--- config.mk ---
export PLATFORM = sky130hd
export DESIGN_NAME = music_player
export DESIGN_NICKNAME = d
export VERILOG_FILES = /design/src/logic/music_pkg.sv /design/src/logic/milli_timer.sv /design/src/logic/music_player.sv /design/src/logic/note_sequencer.sv /design/src/logic/part_display.sv /design/src/logic/song_rom.sv /design/src/logic/tone_generator.sv
export SDC_FILE = /design/constraint.sdc
export NUM_CORES = 1
export LEC_CHECK = 0
export BUFFER_PORTS_ARGS = -buffer_cell sky130_fd_sc_hd__buf_2
export CAP_MARGIN = 10
export CORE_ASPECT_RATIO = 1.25
export CORE_MARGIN = 2
export CORE_UTILIZATION = 65
export CTS_BUF_LIST = sky130_fd_sc_hd__clkbuf_8
export DETAILED_ROUTE_END_ITERATION = 12
export PLACE_DENSITY = 0.87
export SKIP_LAST_GASP = 1
export SYNTH_ARGS = -nofsm -noshare
export SYNTH_HDL_FRONTEND = slang
export SYNTH_SLANG_ARGS = --single-unit
--- constraint.sdc ---
create_clock -name clk -period 22.8 [get_ports clk]
set_input_delay 5.7 -clock clk [delete_from_list [all_inputs] [get_ports clk]]
set_output_delay 5.7 -clock clk [all_outputs]
set_load 0.005 [all_outputs]
--- src/logic/music_pkg.sv ---
package music_pkg;

  localparam int FREQ_W  = 10;  // pitch in hz, 0 is silence
  localparam int BEATS_W = 4;   // note length in beats
  localparam int TPM_W   = 16;  // clock ticks per millisecond
  localparam int MS_W    = 12;  // millisecond counters
  localparam int PART_W  = 3;   // part number 1..6
  localparam int IDX_W   = 3;   // note index within a section

  // song sections, parts map onto these
  typedef enum logic [1:0] {
    SEC_INTRO,
    SEC_VERSE,
    SEC_CHORUS
  } section_e;

  // per-note phases of the sequencer
  typedef enum logic [1:0] {
    PH_LOAD,  // one cycle, fetch entry
    PH_PLAY,  // note sounding
    PH_GAP    // silent third
  } phase_e;

  typedef struct packed {
    logic [FREQ_W-1:0]  pitch;  // hz
    logic [BEATS_W-1:0] beats;
  } note_t;

  // seven-segment word, seg[0] is the top bar, clockwise, seg[6] middle
  typedef struct packed {
    logic       dot;  // decimal point
    logic [6:0] seg;
  } led_t;

endpackage

--- src/logic/milli_timer.sv ---
module milli_timer
  import music_pkg::*;
(
  input  logic             clk,
  input  logic             rst,
  input  logic [TPM_W-1:0] ticks_per_milli,
  output logic             milli_tick
);

  logic [TPM_W-1:0] cycle_cnt;  // 0 .. ticks_per_milli
  logic             wrap;

  assign wrap = (cycle_cnt == ticks_per_milli);

  // period is ticks_per_milli + 1 cycles, strobe is registered
  always_ff @(posedge clk) begin
    if (rst) begin
      cycle_cnt  <= '0;
      milli_tick <= 1'b0;
    end else begin
      milli_tick <= wrap;
      if (wrap) begin
        cycle_cnt <= '0;
      end else begin
        cycle_cnt <= cycle_cnt + 1'b1;
      end
    end
  end

endmodule

--- src/logic/music_player.sv ---
module music_player
  import music_pkg::*;
#(
  parameter int unsigned BEAT_MS = 100  // tempo, ms per beat
) (
  input  logic             clk,
  input  logic             rst,
  input  logic [TPM_W-1:0] ticks_per_milli,
  output led_t             led,
  output logic             sound
);

  logic              milli_tick;
  logic [PART_W-1:0] part;
  phase_e            phase;
  logic [FREQ_W-1:0] note_freq;

  milli_timer u_milli_timer (
    .clk             (clk),
    .rst             (rst),
    .ticks_per_milli (ticks_per_milli),
    .milli_tick      (milli_tick)
  );

  note_sequencer #(
    .BEAT_MS (BEAT_MS)
  ) u_note_sequencer (
    .clk        (clk),
    .rst        (rst),
    .milli_tick (milli_tick),
    .part       (part),
    .phase      (phase),
    .note_freq  (note_freq)
  );

  tone_generator u_tone_generator (
    .clk             (clk),
    .rst             (rst),
    .ticks_per_milli (ticks_per_milli),
    .note_freq       (note_freq),
    .sound           (sound)
  );

  part_display u_part_display (
    .part  (part),
    .phase (phase),
    .led   (led)
  );

endmodule

--- src/logic/note_sequencer.sv ---
module note_sequencer
  import music_pkg::*;
#(
  parameter int unsigned BEAT_MS = 100  // milliseconds per beat
) (
  input  logic              clk,
  input  logic              rst,
  input  logic              milli_tick,
  output logic [PART_W-1:0] part,
  output phase_e            phase,
  output logic [FREQ_W-1:0] note_freq
);

  section_e          section;
  logic [IDX_W-1:0]  index;
  note_t             rom_note;
  logic              rom_last;
  logic [MS_W-1:0]   ms_cnt;     // ms elapsed in current phase
  logic [MS_W-1:0]   note_len;   // play length in ms
  logic [MS_W-1:0]   base_len;
  logic [MS_W-1:0]   load_len;
  logic [MS_W-1:0]   gap_len;

  // part number to song section
  always_comb begin
    case (part)
      3'd1, 3'd2: section = SEC_INTRO;
      3'd3, 3'd5: section = SEC_VERSE;
      default:    section = SEC_CHORUS;  // parts 4 and 6
    endcase
  end

  song_rom u_song_rom (
    .section (section),
    .index   (index),
    .note    (rom_note),
    .last    (rom_last)
  );

  assign base_len = MS_W'(BEAT_MS * rom_note.beats);
  // verse counts every beat double
  assign load_len = (section == SEC_VERSE) ? (base_len << 1) : base_len;
  assign gap_len  = note_len / 3;

  always_ff @(posedge clk) begin
    if (rst) begin
      part      <= 3'd1;
      index     <= '0;
      phase     <= PH_LOAD;
      ms_cnt    <= '0;
      note_len  <= '0;
      note_freq <= '0;
    end else begin
      case (phase)
        PH_LOAD: begin
          note_len  <= load_len;
          note_freq <= rom_note.pitch;  // rest loads 0, stays silent
          ms_cnt    <= '0;
          phase     <= PH_PLAY;
        end
        PH_PLAY: begin
          if (milli_tick) begin
            if (ms_cnt == note_len) begin
              note_freq <= '0;
              ms_cnt    <= '0;
              phase     <= PH_GAP;
            end else begin
              ms_cnt <= ms_cnt + 1'b1;
            end
          end
        end
        PH_GAP: begin
          if (milli_tick) begin
            if (ms_cnt == gap_len) begin
              ms_cnt <= '0;
              phase  <= PH_LOAD;
              if (rom_last) begin
                index <= '0;
                part  <= (part == 3'd6) ? 3'd1 : part + 1'b1;  // wrap after part 6
              end else begin
                index <= index + 1'b1;
              end
            end else begin
              ms_cnt <= ms_cnt + 1'b1;
            end
          end
        end
        default: begin
          phase <= PH_LOAD;
        end
      endcase
    end
  end

endmodule

--- src/logic/part_display.sv ---
module part_display
  import music_pkg::*;
(
  input  logic [PART_W-1:0] part,
  input  phase_e            phase,
  output led_t              led
);

  // segment bits 6..0 are middle, upper left, lower left, bottom,
  // lower right, upper right, top
  always_comb begin
    case (part)
      3'd1:    led.seg = 7'b0000110;
      3'd2:    led.seg = 7'b1011011;
      3'd3:    led.seg = 7'b1001111;
      3'd4:    led.seg = 7'b1100110;
      3'd5:    led.seg = 7'b1101101;
      3'd6:    led.seg = 7'b1111100;
      default: led.seg = 7'b0000000;  // blank
    endcase
  end

  assign led.dot = (phase == PH_PLAY);  // lit while a note plays

endmodule

--- src/logic/song_rom.sv ---
module song_rom
  import music_pkg::*;
(
  input  section_e         section,
  input  logic [IDX_W-1:0] index,
  output note_t            note,
  output logic             last
);

  always_comb begin
    note = '{10'd0, 4'd0};
    last = 1'b0;
    case (section)
      SEC_INTRO: begin
        last = (index == 3'd3);
        case (index)
          3'd0:    note = '{10'd554, 4'd2};  // c5s
          3'd1:    note = '{10'd622, 4'd2};  // e5f
          3'd2:    note = '{10'd0,   4'd1};  // rest
          3'd3:    note = '{10'd415, 4'd3};  // a4f
          default: note = '{10'd0,   4'd0};
        endcase
      end
      SEC_VERSE: begin
        last = (index == 3'd4);
        case (index)
          3'd0:    note = '{10'd277, 4'd1};  // c4s
          3'd1:    note = '{10'd311, 4'd1};  // e4f
          3'd2:    note = '{10'd0,   4'd1};  // rest
          3'd3:    note = '{10'd261, 4'd1};  // c4
          3'd4:    note = '{10'd233, 4'd2};  // b3f
          default: note = '{10'd0,   4'd0};
        endcase
      end
      SEC_CHORUS: begin
        last = (index == 3'd4);
        case (index)
          3'd0:    note = '{10'd466, 4'd1};  // b4f
          3'd1:    note = '{10'd415, 4'd1};  // a4f
          3'd2:    note = '{10'd698, 4'd2};  // f5
          3'd3:    note = '{10'd622, 4'd3};  // e5f
          3'd4:    note = '{10'd0,   4'd1};  // rest
          default: note = '{10'd0,   4'd0};
        endcase
      end
      default: begin
        // unused section code plays silence and ends at once
        last = 1'b1;
      end
    endcase
  end

endmodule

--- src/logic/tone_generator.sv ---
module tone_generator
  import music_pkg::*;
(
  input  logic              clk,
  input  logic              rst,
  input  logic [TPM_W-1:0]  ticks_per_milli,
  input  logic [FREQ_W-1:0] note_freq,
  output logic              sound
);

  logic [31:0] acc;       // phase accumulator
  logic [31:0] half_sec;  // clock ticks in half a second
  logic [31:0] acc_next;

  assign half_sec = 32'(ticks_per_milli) * 32'd500;
  assign acc_next = acc + 32'(note_freq);

  // one toggle per half_sec/freq cycles gives freq hz
  always_ff @(posedge clk) begin
    if (rst) begin
      acc   <= '0;
      sound <= 1'b0;
    end else if (note_freq == '0) begin
      sound <= 1'b0;  // silence, acc holds
    end else if (acc >= half_sec) begin
      sound <= ~sound;
      acc   <= acc_next - half_sec;
    end else begin
      acc <= acc_next;
    end
  end

endmodule

==> impl_metrics.ini <==
[status]
status = finished, final reports clean

[timing]
fmax_ghz = 0.0801
slew_violations = 0
hold_viol = 0
worst_pin_slew_ns = 0.863
slew_headroom = 0.422
period_needed_ns = 12.48
finalSetupViolations = 0
layout_worst_path_cycle_share = 0.547
finalSetupTns_ns = 0
fin_ws_ns = 10.32
clock_skew_ns = 0.0297
rsz0062_at_grt = false

[global_routing]
grt.total_usage = 0.288
grt_max_degree = 67
overflow = 0
grt_pass1_vias = 8853
antenna_found_initial = 0
grt_pass1_wl_mm = 40.3

[synthesis]
yosys_most_used_dff = dfxtp_1
avgSynthCellArea_um2 = 8.13
syn_inst = 1279
syn_area_mm2 = 0.0104
synth_nets = 1480
yosys_warnings = 0
synth_cell_types = 79
synth-async-reset-ratio = 0
synth_seq_cells = 87
synth_edf_count = 0
synth_seq_area_share = 0.168

[finish]
fillers = 1246
n_antenna_cell = 0
area_growth_syn_to_layout_pct = 3.71
finalNetCount = 1470
multi_input_area_mm2 = 0.00815
finalNonFillerCells = 1486
final_util = 0.690
seq_area_mm2 = 0.00174
drive_above_1_share = 0.0573

[clocking]
numCtsBuffers = 9
clock-sinks = 87
cts_root_buf = clkbuf_8
htree_levels = 3
clock_latency_ns = 0.40
post-cts-setup-buffers = 0
cts_tree = done
clockBufferDepth = 2
cts_hold_buf = 0
path_clk_slew_ns = 0.10
ctsResizeCount = 0

[critical_path]
start_kind = primary input
path_class = primary input to register
regToRegSetupSlack_ns = 16.81
cp.required_ns = 23.06
r2r-end = u_note_sequencer.part[1]
endpoint_kind = register
arrival_ns = 12.74
reg2regPathDepth = 20
r2r-start = u_note_sequencer.note_len[9]
crit_slowest_cell = fa_1
cp_max_fo = 15
startpoint = ticks_per_milli[0]
max_stage_delay_ns = 0.58

[place]
preCtsSetupSlack_ns = 9.94
gp_congestion = 0.905
placed_cells = 1470
port_buffers = 26
dp_hpwl_mm = 18.7

[power_and_ir_drop]
ir_worst_vdd_mv = 0.219
p_total_mw = 1.67
combPwrFrac = 0.804
clkPwrFrac = 0.065
intPower_mw = 0.802
seqPwrFrac = 0.131
swShare = 0.519
powerDensity_mw_per_mm2 = 155
net-switching-power_mw = 0.867
leakage_nw = 4.75

[detailed_routing]
dr_wl_met3_um = 719
vias = 9115
routed-wl-met2_mm = 12.7
via_per_inst = 6.13
wl_met1_mm = 9.83
dr.pass1.iters = 5
wl_per_cell_um = 16.1
drt_wl_total_mm = 23.9
drc_errors = 0
drt_first_iter_violations = 551
drt.antenna.violating_nets = 0
routed.top_layer = met4

[floorplan]
start_util = 0.665
fp.dieH_um = 145
die_area_mm2 = 0.0170
ios = 27
die_x_um = 117
core-area_mm2 = 0.0156
rows = 51

[hold_path]
hold_end = u_tone_generator.acc[0]
min_from = u_tone_generator.acc[0]
hold_path_depth = 2
hp-class = register to register

[job]
maxCapViolations = 0
==> stage by stage <==
stage          hold WS (ns)  area, µm²
6_report              0.484      10800
5_1_grt               0.503      10800
4_1_cts               0.483      10800
3_5_place_dp          0.471      10600
3_3_place_gp          0.464      10600
2_1_floorplan         0.447      10400
==> cells in the final DEF, fill, tap and decap left out, types with 7 or more instances in the layout <==
| master | n |
|---|---|
| o21bai_1 | 13 |
| o21ai_0 | 67 |
| nand2b_1 | 13 |
| o21ai_1 | 8 |
| a31oi_1 | 11 |
| inv_1 | 77 |
| nor4_1 | 12 |
| nor2_1 | 124 |
| nor3_1 | 27 |
| a21oi_1 | 87 |
| dfxtp_1 | 87 |
| mux2i_1 | 17 |
| a21o_1 | 22 |
| and2_1 | 8 |
| nor2b_1 | 19 |
| or3_1 | 9 |
| xnor2_1 | 59 |
| xor2_1 | 61 |
| and3_1 | 15 |
| a211oi_1 | 27 |
| clkbuf_8 | 10 |
| buf_2 | 26 |
| o21a_1 | 10 |
| fa_1 | 56 |
| nand4_1 | 11 |
| o22ai_1 | 7 |
| ha_1 | 127 |
| nand2_1 | 103 |
| nand3_1 | 44 |
| o211ai_1 | 14 |
==> registers in the layout (all words and copies together) (netlist names) <==
name,flops
u_tone_generator.sound,1
u_note_sequencer.note_freq,10
u_milli_timer.cycle_cnt,16
u_note_sequencer.part,3
u_note_sequencer.index,3
u_note_sequencer.phase,2
u_note_sequencer.note_len,7
u_tone_generator.acc,32
u_milli_timer.milli_tick,1
u_note_sequencer.ms_cnt,12
==> critical path, delay by kind of cell <==
family / cells / cell delay (ns)
and+or+nand+nor: 4 / 0.92
xor gates and xnor gates: 2 / 0.32
adders and majority gates: 6 / 2.67
AOI/OAI and AO/OA: 14 / 2.84
buffers and inverters: 3 / 0.29
==> power by group through the flow <==
| stage | sequential (mW) | combinational [mW] | clock, mW |
|---|---|---|---|
| final | 0.219 | 1.34 | 0.108 |
| after global routing | 0.223 | 1.50 | 0.116 |
| after CTS | 0.218 | 1.33 | 0.110 |
| after detailed placement | 0.221 | 1.32 | 0 |
| after global placement | 0.220 | 1.28 | 0 |
| after floorplan | 0.207 | 1.07 | 0 |
==> logic make-up (layout without fill, tap and decap cells) <==
| kind of cell | after synthesis | in the layout | synth area share |
|---|---|---|---|
| AND/OR/NAND/NOR | 420 | 420 | 0.200 |
| AO/OA/AOI/OAI | 321 | 321 | 0.202 |
| adder cells (fa/ha/maj) | 184 | 184 | 0.262 |
| buffers and inverters | 127 | 122 | 0.0484 |
| XOR/XNOR | 121 | 121 | 0.103 |
| flip-flops | 87 | 87 | 0.168 |
| multiplexers | 19 | 19 | 0.0185 |
==> worst max-delay path by stage <==
stage,end,slack [ns],cells after the start
floorplan,u_tone_generator.acc[26],10.87,29
global placement,u_tone_generator.acc[28],10.25,29
detailed placement,u_tone_generator.acc[28],9.94,29
CTS,u_tone_generator.acc[28],10.33,29
global route,u_tone_generator.acc[28],9.78,30
finish,u_tone_generator.acc[28],10.32,29
==> cell usage after synthesis (9+ instances only) <==
master | n | area, µm²
clkbuf_1 | 44 | 165
ha_1 | 127 | 1590
o211ai_1 | 14 | 105
nand4_1 | 11 | 68.8
nor2_1 | 124 | 465
o21ai_0 | 67 | 335
o21bai_1 | 13 | 97.6
dfxtp_1 | 87 | 1740
a21oi_1 | 87 | 435
nand3_1 | 44 | 220
nor2b_1 | 19 | 119
and3_1 | 15 | 93.8
nand2b_1 | 13 | 81.3
a31oi_1 | 11 | 68.8
nand2_1 | 103 | 387
a211oi_1 | 27 | 203
nor3_1 | 27 | 135
fa_1 | 56 | 1120
o21a_1 | 10 | 75.1
nor4_1 | 12 | 75.1
inv_1 | 77 | 289
xor2_1 | 61 | 534
xnor2_1 | 59 | 517
a21o_1 | 22 | 165
mux2i_1 | 17 | 170
or3_1 | 9 | 56.3
==> metal layers <==
metal | vias to the layer above | GRT usage
li1 | 4506 | -
met5 | - | 0
met2 | 221 | 0.533
met1 | 4343 | 0.339
met3 | 45 | 0.0279
met4 | 0 | 0.101
==> area by class of cell <==
type | count | share of cell area
sequential | 87 | 0.162
inverter | 77 | 0.0268
multi-input combinational | 1065 | 0.756
tap | 212 | 0.0246
clock inverter | 6 | 0.00406
timing repair buffer | 29 | 0.0142
clock buffer | 10 | 0.0128
Power figures use the tool's default switching activity.
